$ cat config.mk
export PLATFORM = sky130hd
export DESIGN_NAME = math_sum4
export DESIGN_NICKNAME = d
export VERILOG_FILES = /design/src/source/math_pkg.sv /design/src/source/shift_reg.sv /design/src/source/math_add_fab.sv /design/src/source/math_sum4.sv
export VERILOG_INCLUDE_DIRS = /design/src /design/src/source
export SDC_FILE = /design/constraint.sdc
export NUM_CORES = 1
export LEC_CHECK = 0
export ABC_CLOCK_PERIOD_IN_PS = 4650
export BUFFER_PORTS_ARGS = -buffer_cell sky130_fd_sc_hd__buf_4
export CORE_UTILIZATION = 61
export DETAILED_ROUTE_END_ITERATION = 7
export HOLD_SLACK_MARGIN = 0.03
export PLACE_DENSITY = 0.85
export SYNTH_ARGS = -nofsm -noshare
export SYNTH_HDL_FRONTEND = slang
export SYNTH_SLANG_ARGS = --single-unit
$ cat constraint.sdc
create_clock -name clk -period 4.65 [get_ports clk]
set_input_delay 0.6975 -clock clk [delete_from_list [all_inputs] [get_ports clk]]
set_output_delay 0.6975 -clock clk [all_outputs]
set_load 0.005 [all_outputs]
$ cat src/source/math_config.svh
// operand width, per-adder latency and adder tree latency macros
`ifndef MATH_CONFIG_SVH
`define MATH_CONFIG_SVH

// operand and result width in bits
// must be a multiple of MATH_LATENCY + 1
`define MATH_WIDTH 16

// register stages inside one fabric adder
// 1 gives two slices of half the width
`define MATH_LATENCY 1

// enabled cycles from operands to final sum
// two adder levels in the tree
`define MATH_TREE_LATENCY (2 * `MATH_LATENCY)

// defaults give
//   16-bit operands
//   two 8-bit slices per adder
//   two cycles through the tree

`endif

$ cat src/source/math_pkg.sv
// operand, sum and four-operand bundle types for the summation unit
`include "math_config.svh"

package math_pkg;

  ////////////////////////////////////////////////////////////
  // scalar types
  ////////////////////////////////////////////////////////////

  // one operand or partial sum
  // signed two's complement
  typedef logic signed [`MATH_WIDTH-1:0] operand_t;

  // final sum of the tree
  // wraps modulo 2**MATH_WIDTH, no saturation
  typedef logic signed [`MATH_WIDTH-1:0] sum_t;

  ////////////////////////////////////////////////////////////
  // operand bundle
  ////////////////////////////////////////////////////////////

  // four operands accepted together
  // op0 sits in the top bits of the packed vector
  typedef struct packed {
    // low pair, into add_lo
    operand_t op0;
    operand_t op1;
    // high pair, into add_hi
    operand_t op2;
    operand_t op3;
  } operand_quad_t;

  // 4 x MATH_WIDTH bits overall
  // travels as one port into the top level

endpackage

$ cat src/source/shift_reg.sv
// enabled delay line with synchronous reset, configurable width and depth
module shift_reg #(
  // bits per stage
  parameter int WIDTH = 1,
  // number of register stages, at least 1
  parameter int DEPTH = 1
) (
  input  logic             clk,
  input  logic             rst,
  input  logic             ena,
  input  logic [WIDTH-1:0] din,
  output logic [WIDTH-1:0] dout
);

  // one word per stage
  typedef logic [WIDTH-1:0] word_t;

  // stage 0 takes din, stage DEPTH-1 drives dout
  word_t stages [DEPTH];

  // a zero-depth line has no register to hold data
  if (DEPTH < 1) begin : g_bad_depth
    $error("shift_reg: DEPTH must be at least 1");
  end

  ////////////////////////////////////////////////////////////
  // register chain
  ////////////////////////////////////////////////////////////

  always_ff @(posedge clk) begin
    if (rst) begin
      // whole line empties on reset
      for (int i = 0; i < DEPTH; i++) begin
        stages[i] <= '0;
      end
    end else if (ena) begin
      // every stage moves together
      stages[0] <= din;
      for (int i = 1; i < DEPTH; i++) begin
        stages[i] <= stages[i-1];
      end
    end
    // ena low holds every stage
  end

  ////////////////////////////////////////////////////////////
  // output
  ////////////////////////////////////////////////////////////

  // straight from the last register
  assign dout = stages[DEPTH-1];

endmodule

$ cat src/source/math_add_fab.sv
// signed sliced fabric adder with registered inter-slice carries and skew lines
`include "math_config.svh"

module math_add_fab #(
  // adder width, multiple of LATENCY + 1
  parameter int WIDTH   = `MATH_WIDTH,
  // register stages from operands to dout
  parameter int LATENCY = `MATH_LATENCY
) (
  input  logic               clk,
  input  logic               rst,
  input  logic               ena,
  input  math_pkg::operand_t dina,
  input  math_pkg::operand_t dinb,
  output math_pkg::operand_t dout
);

  // one slice per stage plus one
  localparam int NUM_SLICES = LATENCY + 1;
  localparam int SLICE_W    = WIDTH / NUM_SLICES;
  // index of the top slice
  localparam int NS         = NUM_SLICES - 1;

  // one narrow adder word
  typedef logic [SLICE_W-1:0] slice_t;

  // aligned operand slices at each narrow adder
  slice_t a [NUM_SLICES];
  slice_t b [NUM_SLICES];
  // narrow adder results before deskew
  slice_t slice_sum [NUM_SLICES];
  // deskewed slices, lowest slice in the low bits
  logic [NUM_SLICES-1:0][SLICE_W-1:0] out_bus;

  // carry out of every slice below the top one
  logic [NS-1:0] carry;
  // same carries one stage later
  logic [NS-1:0] carry_q;

  ////////////////////////////////////////////////////////////
  // elaboration checks
  ////////////////////////////////////////////////////////////

  if (LATENCY < 1) begin : g_bad_latency
    $error("math_add_fab: LATENCY must be at least 1");
  end

  if (WIDTH % NUM_SLICES != 0) begin : g_bad_width
    $error("math_add_fab: WIDTH must be a multiple of LATENCY + 1");
  end

  if (WIDTH != $bits(math_pkg::operand_t)) begin : g_bad_port
    $error("math_add_fab: WIDTH must match the operand type");
  end

  ////////////////////////////////////////////////////////////
  // carry registers
  ////////////////////////////////////////////////////////////

  // slice n carry is used by slice n+1 one stage later
  always_ff @(posedge clk) begin
    if (rst) begin
      carry_q <= '0;
    end else if (ena) begin
      carry_q <= carry;
    end
  end

  ////////////////////////////////////////////////////////////
  // slices
  ////////////////////////////////////////////////////////////

  for (genvar n = 0; n < NUM_SLICES; n++) begin : g_slice
    localparam int LO = n * SLICE_W;
    localparam int HI = LO + SLICE_W - 1;

    // input skew, slice n waits n stages for the carry chain
    if (n == 0) begin : g_no_skew
      assign a[n] = dina[HI:LO];
      assign b[n] = dinb[HI:LO];
    end else begin : g_skew
      logic [2*SLICE_W-1:0] skew_out;

      shift_reg #(
        .WIDTH (2 * SLICE_W),
        .DEPTH (n)
      ) skew_i (
        .clk  (clk),
        .rst  (rst),
        .ena  (ena),
        .din  ({dina[HI:LO], dinb[HI:LO]}),
        .dout (skew_out)
      );

      // a in the upper half, b in the lower
      assign a[n] = skew_out[2*SLICE_W-1:SLICE_W];
      assign b[n] = skew_out[SLICE_W-1:0];
    end

    // narrow adder
    if (n == 0) begin : g_first
      // no carry in at the bottom
      assign {carry[n], slice_sum[n]} = {1'b0, a[n]} + {1'b0, b[n]};
    end else if (n == NS) begin : g_last
      // top carry out dropped, result wraps
      assign slice_sum[n] = a[n] + b[n] + slice_t'(carry_q[n-1]);
    end else begin : g_mid
      assign {carry[n], slice_sum[n]} = {1'b0, a[n]} + {1'b0, b[n]}
                                      + {{SLICE_W{1'b0}}, carry_q[n-1]};
    end

    // output deskew, slice n waits NS-n stages for the top slice
    if (n == NS) begin : g_no_deskew
      // top slice is combinational from its skew registers
      assign out_bus[n] = slice_sum[n];
    end else begin : g_deskew
      shift_reg #(
        .WIDTH (SLICE_W),
        .DEPTH (NS - n)
      ) deskew_i (
        .clk  (clk),
        .rst  (rst),
        .ena  (ena),
        .din  (slice_sum[n]),
        .dout (out_bus[n])
      );
    end
  end

  // slices back together
  assign dout = out_bus;

endmodule

$ cat src/source/math_sum4.sv
// four-operand signed adder tree with the valid strobe delayed alongside
`include "math_config.svh"

module math_sum4 (
  input  logic                    clk,
  input  logic                    rst,
  input  logic                    ena,
  input  logic                    valid_in,
  input  math_pkg::operand_quad_t operands,
  output math_pkg::sum_t          sum,
  output logic                    valid_out
);

  import math_pkg::*;

  // partial sum of op0 and op1
  operand_t sum_lo;
  // partial sum of op2 and op3
  operand_t sum_hi;

  ////////////////////////////////////////////////////////////
  // first level
  ////////////////////////////////////////////////////////////

  // low pair
  math_add_fab #(
    .WIDTH   (`MATH_WIDTH),
    .LATENCY (`MATH_LATENCY)
  ) add_lo (
    .clk  (clk),
    .rst  (rst),
    .ena  (ena),
    .dina (operands.op0),
    .dinb (operands.op1),
    .dout (sum_lo)
  );

  // high pair
  math_add_fab #(
    .WIDTH   (`MATH_WIDTH),
    .LATENCY (`MATH_LATENCY)
  ) add_hi (
    .clk  (clk),
    .rst  (rst),
    .ena  (ena),
    .dina (operands.op2),
    .dinb (operands.op3),
    .dout (sum_hi)
  );

  ////////////////////////////////////////////////////////////
  // second level
  ////////////////////////////////////////////////////////////

  // both partial sums arrive on the same cycle
  // dout is combinational from add_top's last stage
  math_add_fab #(
    .WIDTH   (`MATH_WIDTH),
    .LATENCY (`MATH_LATENCY)
  ) add_top (
    .clk  (clk),
    .rst  (rst),
    .ena  (ena),
    .dina (sum_lo),
    .dinb (sum_hi),
    .dout (sum)
  );

  ////////////////////////////////////////////////////////////
  // valid path
  ////////////////////////////////////////////////////////////

  // one bit per tree stage
  // same ena as the adders, so stalls keep it aligned
  // reset empties it, valid_out low from the first reset edge
  shift_reg #(
    .WIDTH (1),
    .DEPTH (`MATH_TREE_LATENCY)
  ) valid_dly (
    .clk  (clk),
    .rst  (rst),
    .ena  (ena),
    .din  (valid_in),
    .dout (valid_out)
  );

  // latency at the defaults
  //   add_lo / add_hi  1 cycle
  //   add_top          1 cycle
  //   total            2 enabled cycles

endmodule

==> results of run 1 <==
[per-layer routing]
| metal | vias to the layer above | track usage (%) | share of wire (%) |
|---|---|---|---|
| met1 | 1597 | 30.64 | 43 |
| met5 | - | 0 | 0 |
| met4 | 0 | 9.563 | 1.6 |
| li1 | 1674 | - | - |
| met2 | 124 | 39.36 | 50 |
| met3 | 14 | 3.638 | 4.7 |
[registers in the layout, indices dropped and copies added, names as in the netlist]
signal / flops
add_hi.g_slice.g_skew.skew_i.stages: 16
add_lo.g_slice.g_skew.skew_i.stages: 16
add_top.g_slice.g_skew.skew_i.stages: 16
add_hi.g_slice.g_deskew.deskew_i.stages: 8
add_lo.g_slice.g_deskew.deskew_i.stages: 8
add_top.g_slice.g_deskew.deskew_i.stages: 8
valid_dly.stages: 2
add_hi.carry_q: 1
add_lo.carry_q: 1
add_top.carry_q: 1
[critical path, cell delays in order, from the launching register on]
cell and delay (ps):
edfxtp_1 420, fa_1 480, inv_1 90, fa_1 210
nor2b_1 60, o21ai_1 200, a21boi_2 100, a311o_1 350
buf_4 140
[cells in the mapped netlist (4+ instances only)]
cell type	instances	share of area [%]
a211oi_1	6	0.96
a211oi_2	6	1.6
a21o_1	12	1.9
a21oi_1	14	1.5
a31oi_1	4	0.53
and2_1	41	5.5
buf_2	5	0.53
edfxtp_1	74	47
fa_1	9	3.8
ha_1	42	11
inv_1	25	2.0
nand2_1	7	0.56
nand3_1	8	0.85
nor2_1	35	2.8
nor2b_1	8	1.1
nor3_1	11	1.2
nor4b_1	4	0.75
o21a_1	4	0.64
o21ai_0	11	1.2
o21ai_1	11	1.2
xnor2_1	13	2.4
xor2_1	8	1.5
[report_power, final]
group / switching, mW / leakage [nW] / internal (mW)
Combinational: 0.227 / 1.52 / 0.225
Clock: 0.251 / 0.100 / 0.305
Sequential: 0.0279 / 0.829 / 0.835
Total: 0.506 / 2.45 / 1.36
[path summary, 6_finish.rpt]
kind / start / end / slack, ps / cells past startpoint
worst max-delay path: add_top.g_slice[1].g_skew.skew_i.stages[0][0]$_SDFFCE_PN0P_ / sum[14] / 1570 / 8
worst min register to register: valid_dly.stages[0][0]$_SDFFCE_PN0P_ / valid_dly.stages[0][1]$_SDFFCE_PN0P_ / 580 / 1
worst min-delay path: valid_dly.stages[0][0]$_SDFFCE_PN0P_ / valid_dly.stages[0][1]$_SDFFCE_PN0P_ / 580 / 1
worst max register to register: add_hi.g_slice[1].g_skew.skew_i.stages[0][0]$_SDFFCE_PN0P_ / add_top.g_slice[1].g_skew.skew_i.stages[0][6]$_SDFFCE_PN0P_ / 2400 / 8
[through the flow]
stage / util (%) / total power, mW / hold WS [ps] / std cells
global route: 76.86 / 1.960 / 582.8 / 601
finish: 76.86 / 1.870 / 578.6 / 601
detailed placement: 73.92 / 1.324 / 568.3 / 585
CTS: 76.86 / 1.875 / 572.5 / 601
global placement: 73.92 / 1.300 / 502.8 / 585
floorplan: - / 1.163 / 496.7 / 410
[final cells by class]
class	count	area, um^2
clock buffers	11	131.4
clock inverters	5	83.83
fillers	488	1697
inverters	26	97.59
multi-input cells	297	2270
flip-flops and latches	77	2282
well taps	99	123.9
repair buffers	86	645.6
[cells by family (layout without fill, tap and decap cells)]
kind of cell	count (synthesis)	count (layout)	synth area share [%]
flops	77	77	48.58
xor+xnor	21	21	3.915
simple gates	133	133	15.45
fa+ha+maj	51	51	15.02
compound gates	89	89	13.29
buf+inv	36	128	3.116
mux	3	3	0.6392
==> impl_results.md, run 1 <==
- Status: finished clean
- Dpl cell area: between 0.005 and 0.006 mm^2
- # Post-CTS Setup Buffers: 0
- Area growth, synth to finish: 19.92%
- Syn avg cell area: 11.46 um^2
- Via count: 3409
- Final clock skew: 12.83 ps
- Root Buffer: clkbuf_8
- Synthesized instance count: 410
- NumNets Final: 616
- Antenna violations before repair: 0
- Worst setup EP type: primary output
- Power per cell area: 332.0 mW/mm^2
- Crit-path max FO: 3
- DR WL/cell: 15.11 um
- Starting DRT DRC Count: between 150 and 200
- Drt first pass iters: 6
- Pre-CTS setup slack: 1939 ps
- Register area share after synthesis: 48.58%
- Vias in the first global route: between 3k and 4k
- RSZ-0062 raised after global routing: false
- Hold Path Class: reg -> reg
- Clk Latency, worst-skew pair: around 350 ps
- Worst-Margin Slew: 1068 ps
- Clock tree buffer depth: 2
- Final instance area: between 0.005 and 0.006 mm^2
- Synth cell types: 52
- Number of clock sinks: 77
- Max-Slew Margin vs Limit: 28.83%
- Most frequent cells in the layout: 86 x buf_4, 74 x edfxtp_1, 42 x ha_1
- Syn nets: 529
- Yosys warns: 0
- Ys async rst share: 0%
- Most common cell after layout, fill and taps aside: buf_4
- DR DRC count: 0
- Die Height: 89.76 um
- Rows: 31
- Max VDD drop: approximately 0.21 mV
- Setup violators final: 0
- Die area: 0.008057 mm^2
- Top FF cell, synth: edfxtp_1
- Global route overflow: 0
- I/O pin count: 85
- Fin crit share: between 60 and 70%
- Via density per instance: 5.672
- Number of port buffers: 84
- Lkg Pwr: 2.448 nW
- Starting Density: 64.09%
- Fin. max-slew vios: 0
- Antenna viol nets, final: 0
- Core area: between 0.007 and 0.008 mm^2
- Final Hold Fails: 0
- Share of cells above drive strength 1: 22.31%
- Min Tclk post-route: 3082 ps
- Critical path type: reg -> out
- CTS Buf Count: 9
- #FFs+latches synth: between 70 and 80
- Post-synthesis instance area: approximately 0.0047 mm^2
- GRT Util Overall: between 20% and 30%
- Fmax: 0.3245 GHz
- Max-Cap Viols: 0
- Post-Route WL: slightly above 9000 um
- CTS tree: yes
- Die X-Extent: 89.76 um
- Ant diodes: 0
- Largest net degree at the start of global routing: 61
- Reg clk slew, reported paths: 80 ps
- Htree depth: 3
- CTS Hold Buffers Added: 0
- Startpoint Class: flip-flop
- First-pass GRT wire length: 14940 um
- Critical path required time: 3950 ps
- Resize count post-CTS: 0
- Setup Total Neg Slack: 0 ps
- Critical path arrival: about 2400 ps
- Routability cong.: 0.8755
- Post-synth EDFFs: 74
- Hpwl dp: 6658 um
- Final Worst Setup Slack: 1568 ps
Note: power is estimated with default switching activity, not from simulation.
==> inputs of run 2 (changes only) <==
--- a/config.mk
+++ b/config.mk
@@ -6,12 +6,12 @@
 export SDC_FILE = /design/constraint.sdc
 export NUM_CORES = 1
 export LEC_CHECK = 0
-export ABC_CLOCK_PERIOD_IN_PS = 4650
+export ABC_CLOCK_PERIOD_IN_PS = 3040
 export BUFFER_PORTS_ARGS = -buffer_cell sky130_fd_sc_hd__buf_4
-export CORE_UTILIZATION = 61
+export CORE_UTILIZATION = 56
 export DETAILED_ROUTE_END_ITERATION = 7
 export HOLD_SLACK_MARGIN = 0.03
-export PLACE_DENSITY = 0.85
+export PLACE_DENSITY = 0.79
 export SYNTH_ARGS = -nofsm -noshare
 export SYNTH_HDL_FRONTEND = slang
 export SYNTH_SLANG_ARGS = --single-unit
==> constraint.sdc (replaced) <==
create_clock -name clk -period 3.04 [get_ports clk]
set_input_delay 0.456 -clock clk [delete_from_list [all_inputs] [get_ports clk]]
set_output_delay 0.456 -clock clk [all_outputs]
set_load 0.005 [all_outputs]
==> run 2 against run 1 <==
- the run now ends with DRC left
- setup slack worse by 1300 ps
- non-clock buffer count grew 1
- clock skew is 3.6 ps lower
- first-iteration DRC count is 23% lower
- critical path depth did not move
- via count shrank 1.0%
- global-route usage decreased by 2.7 points
- sequential cell count unchanged
- largest power group unchanged
==> impl_results.md, run 2 (synthesis gave the netlist of run 1 again) <==
- Status: finished, violations left
- Failing checks: DRC
- Final Non-Filler Cells: 608 (+1.2%)
- Lkg Pwr: 2.448 nW (about the same)
- NumNets Final: 617 (+0.16%)
- Final Hold Fails: 0 (unchanged)
- Post-Route WL: 8566 um (-5.7%)
- Clock tree buffer depth: 2 (unchanged)
- Most frequent cells in the layout: 86 x buf_4, 74 x edfxtp_1, 42 x ha_1
- Ant diodes: 0 (unchanged)
- Die X-Extent: 93.60 um (+4.3%)
- Power per cell area: 484.6 mW/mm^2 (+46%)
- CP max stage cell: fa_1
- Startpoint Class: flip-flop
- Top Registers: add_hi.g_slice.g_skew.skew_i.stages (16), add_lo.g_slice.g_skew.skew_i.stages (16), add_top.g_slice.g_skew.skew_i.stages (16)
- Dpl cell area: 0.005446 mm^2 (+0.51%)
- Root Buffer: clkbuf_8
- Htree depth: 3 (unchanged)
- DR WL/cell: 14.09 um (-6.7%)
- CP peak stage delay: 470 ps (about the same)
- Most common cell after layout, fill and taps aside: buf_4
- Number of clock sinks: 77 (unchanged)
- Antenna viol nets, final: 0 (unchanged)
- Setup Total Neg Slack: 0 ps (unchanged)
- Number of port buffers: 84 (unchanged)
- # Post-CTS Setup Buffers: 0 (unchanged)
- Largest net degree at the start of global routing: 50 (-18%)
- Antenna violations before repair: 0 (unchanged)
- Critical-path cell list: fa_1 -> inv_1 -> fa_1 -> nor2b_1 -> o21ai_1 -> a21boi_2 -> a311o_1 -> buf_4
- CTS Hold Buffers Added: 0 (unchanged)
- Worst-Margin Slew: 692.6 ps (-375.0 ps)
- Max-Slew Margin vs Limit: 53.82% (+25 points)
- Hpwl dp: 6473 um (-2.8%)
- Critical path type: reg -> out
- DP Cell Count: 592 (+1.2%)
- Max-Cap Viols: 0 (unchanged)
- Via count: 3375 (-1.0%)
- Vias in the first global route: 3218 (-2.6%)
- Share of cells above drive strength 1: 22.07% (-0.24 points)
- DR DRC count: 2 (+2)
- Hold Path Class: in -> reg
- Critical path's most frequent cell: fa_1
- Final instance area: 0.005628 mm^2 (-0.11%)
- Clk Latency, worst-skew pair: 340 ps (about the same)
- CTS Buf Count: 9 (unchanged)
- RSZ-0062 raised after global routing: false
- Rows: 33 (+6.5%)
- Min Hold Slack: 348.3 ps (-230.3 ps)
- Min Tclk post-route: 2798 ps
- Via density per instance: 5.551 (-2.1%)
- Core area: 0.008175 mm^2 (+12%)
- Worst setup EP type: primary output
- Area growth, synth to finish: 19.79%
- Fmax: about 0.36 GHz
- Resize count post-CTS: 0 (unchanged)
- Starting Density: 57.47% (-6.6 points)
- Die area: 0.008760 mm^2 (+8.7%)
- Critical path required time: 2580 ps (-1370 ps)
- GRT Util Overall: 20.82% (-2.7 points)
- Setup violators final: 0 (unchanged)
- Max VDD drop: 0.3441 mV (+63%)
- Total power: 2.727 mW (+46%)
- I/O pin count: 85 (unchanged)
- Crit-path max FO: 3 (unchanged)
- Starting DRT DRC Count: 151 (-23%)
- Routability cong.: 0.8647 (-1.2%)
- Final clock skew: 9.207 ps (-3.626 ps)
- Fin crit share: 92.05%
- First-pass GRT wire length: 14160 um (-5.2%)
- Die Height: 93.60 um (+4.3%)
- Reg clk slew, reported paths: 70 ps (about the same)
- Global route overflow: 0 (unchanged)
- Critical path arrival: 2340 ps (-40 ps)
- CTS tree: yes
- Fin. max-slew vios: 0 (unchanged)
- Drt first pass iters: 6 (unchanged)
## run 2: cell count changes in the layout (fill, tap and decap cells not counted), sizes merged
cell      previous run  this run
clkinv               0         4
buf                 86        87
bufinv               2         1
clkbuf              11        10
clkinvlp             2         1
inv                 27        26
## run 2: routing by layer
layer	routed length [um]	part of all wire (%)	track usage [%]
met1	3880	45	27.72
met2	4046	47	34.13
met3	549	6.4	4.390
met4	89	1.0	6.538
met5	0	0	0
## run 2: area by class of cell
type,instances,area (um^2)
multi-input combinational,297,2270
sequential,77,2282
inverter,26,97.59
clock inverter,6,53.80
clock buffer,10,127.6
timing repair buffer,87,665.6
fill,625,2547
tap,105,131.4
## run 2: report_power, final
| group | switching (mW) | leakage [nW] | internal, mW |
|---|---|---|---|
| Combinational | 0.340 | 1.53 | 0.345 |
| Clock | 0.352 | 0.0888 | 0.370 |
| Sequential | 0.0435 | 0.829 | 1.28 |
## run 2: worst paths after layout
path	from	endpoint	slack, ps	cells after the start
setup / recovery	add_top.g_slice[1].g_skew.skew_i.stages[0][0]$_SDFFCE_PN0P_	sum[14]	240	8
hold / removal	rst	add_lo.carry_q$_SDFFE_PP0P_	350	2
setup reg to reg	add_hi.carry_q$_SDFFE_PP0P_	add_top.g_slice[1].g_skew.skew_i.stages[0][6]$_SDFFCE_PN0P_	790	8
hold reg to reg	valid_dly.stages[0][0]$_SDFFCE_PN0P_	valid_dly.stages[0][1]$_SDFFCE_PN0P_	550	1
## run 2: critical path: cells and delay by family, from the launching register on
family                   cells  cell delay, ps
buffers and inverters        2             230
AO/OA/AOI/OAI                3             650
AND/OR/NAND/NOR              1              60
adder cells (fa/ha/maj)      2             680
flip-flops                   1             400
## run 2: per-stage QoR
stage / utilization, % / setup WS [ps]
after floorplan: - / 851.7
after global placement: 66.62 / 676.9
after detailed placement: 66.62 / 609.1
after CTS: 68.84 / 226.6
after global routing: 68.84 / 98.88
final: 68.84 / 241.8
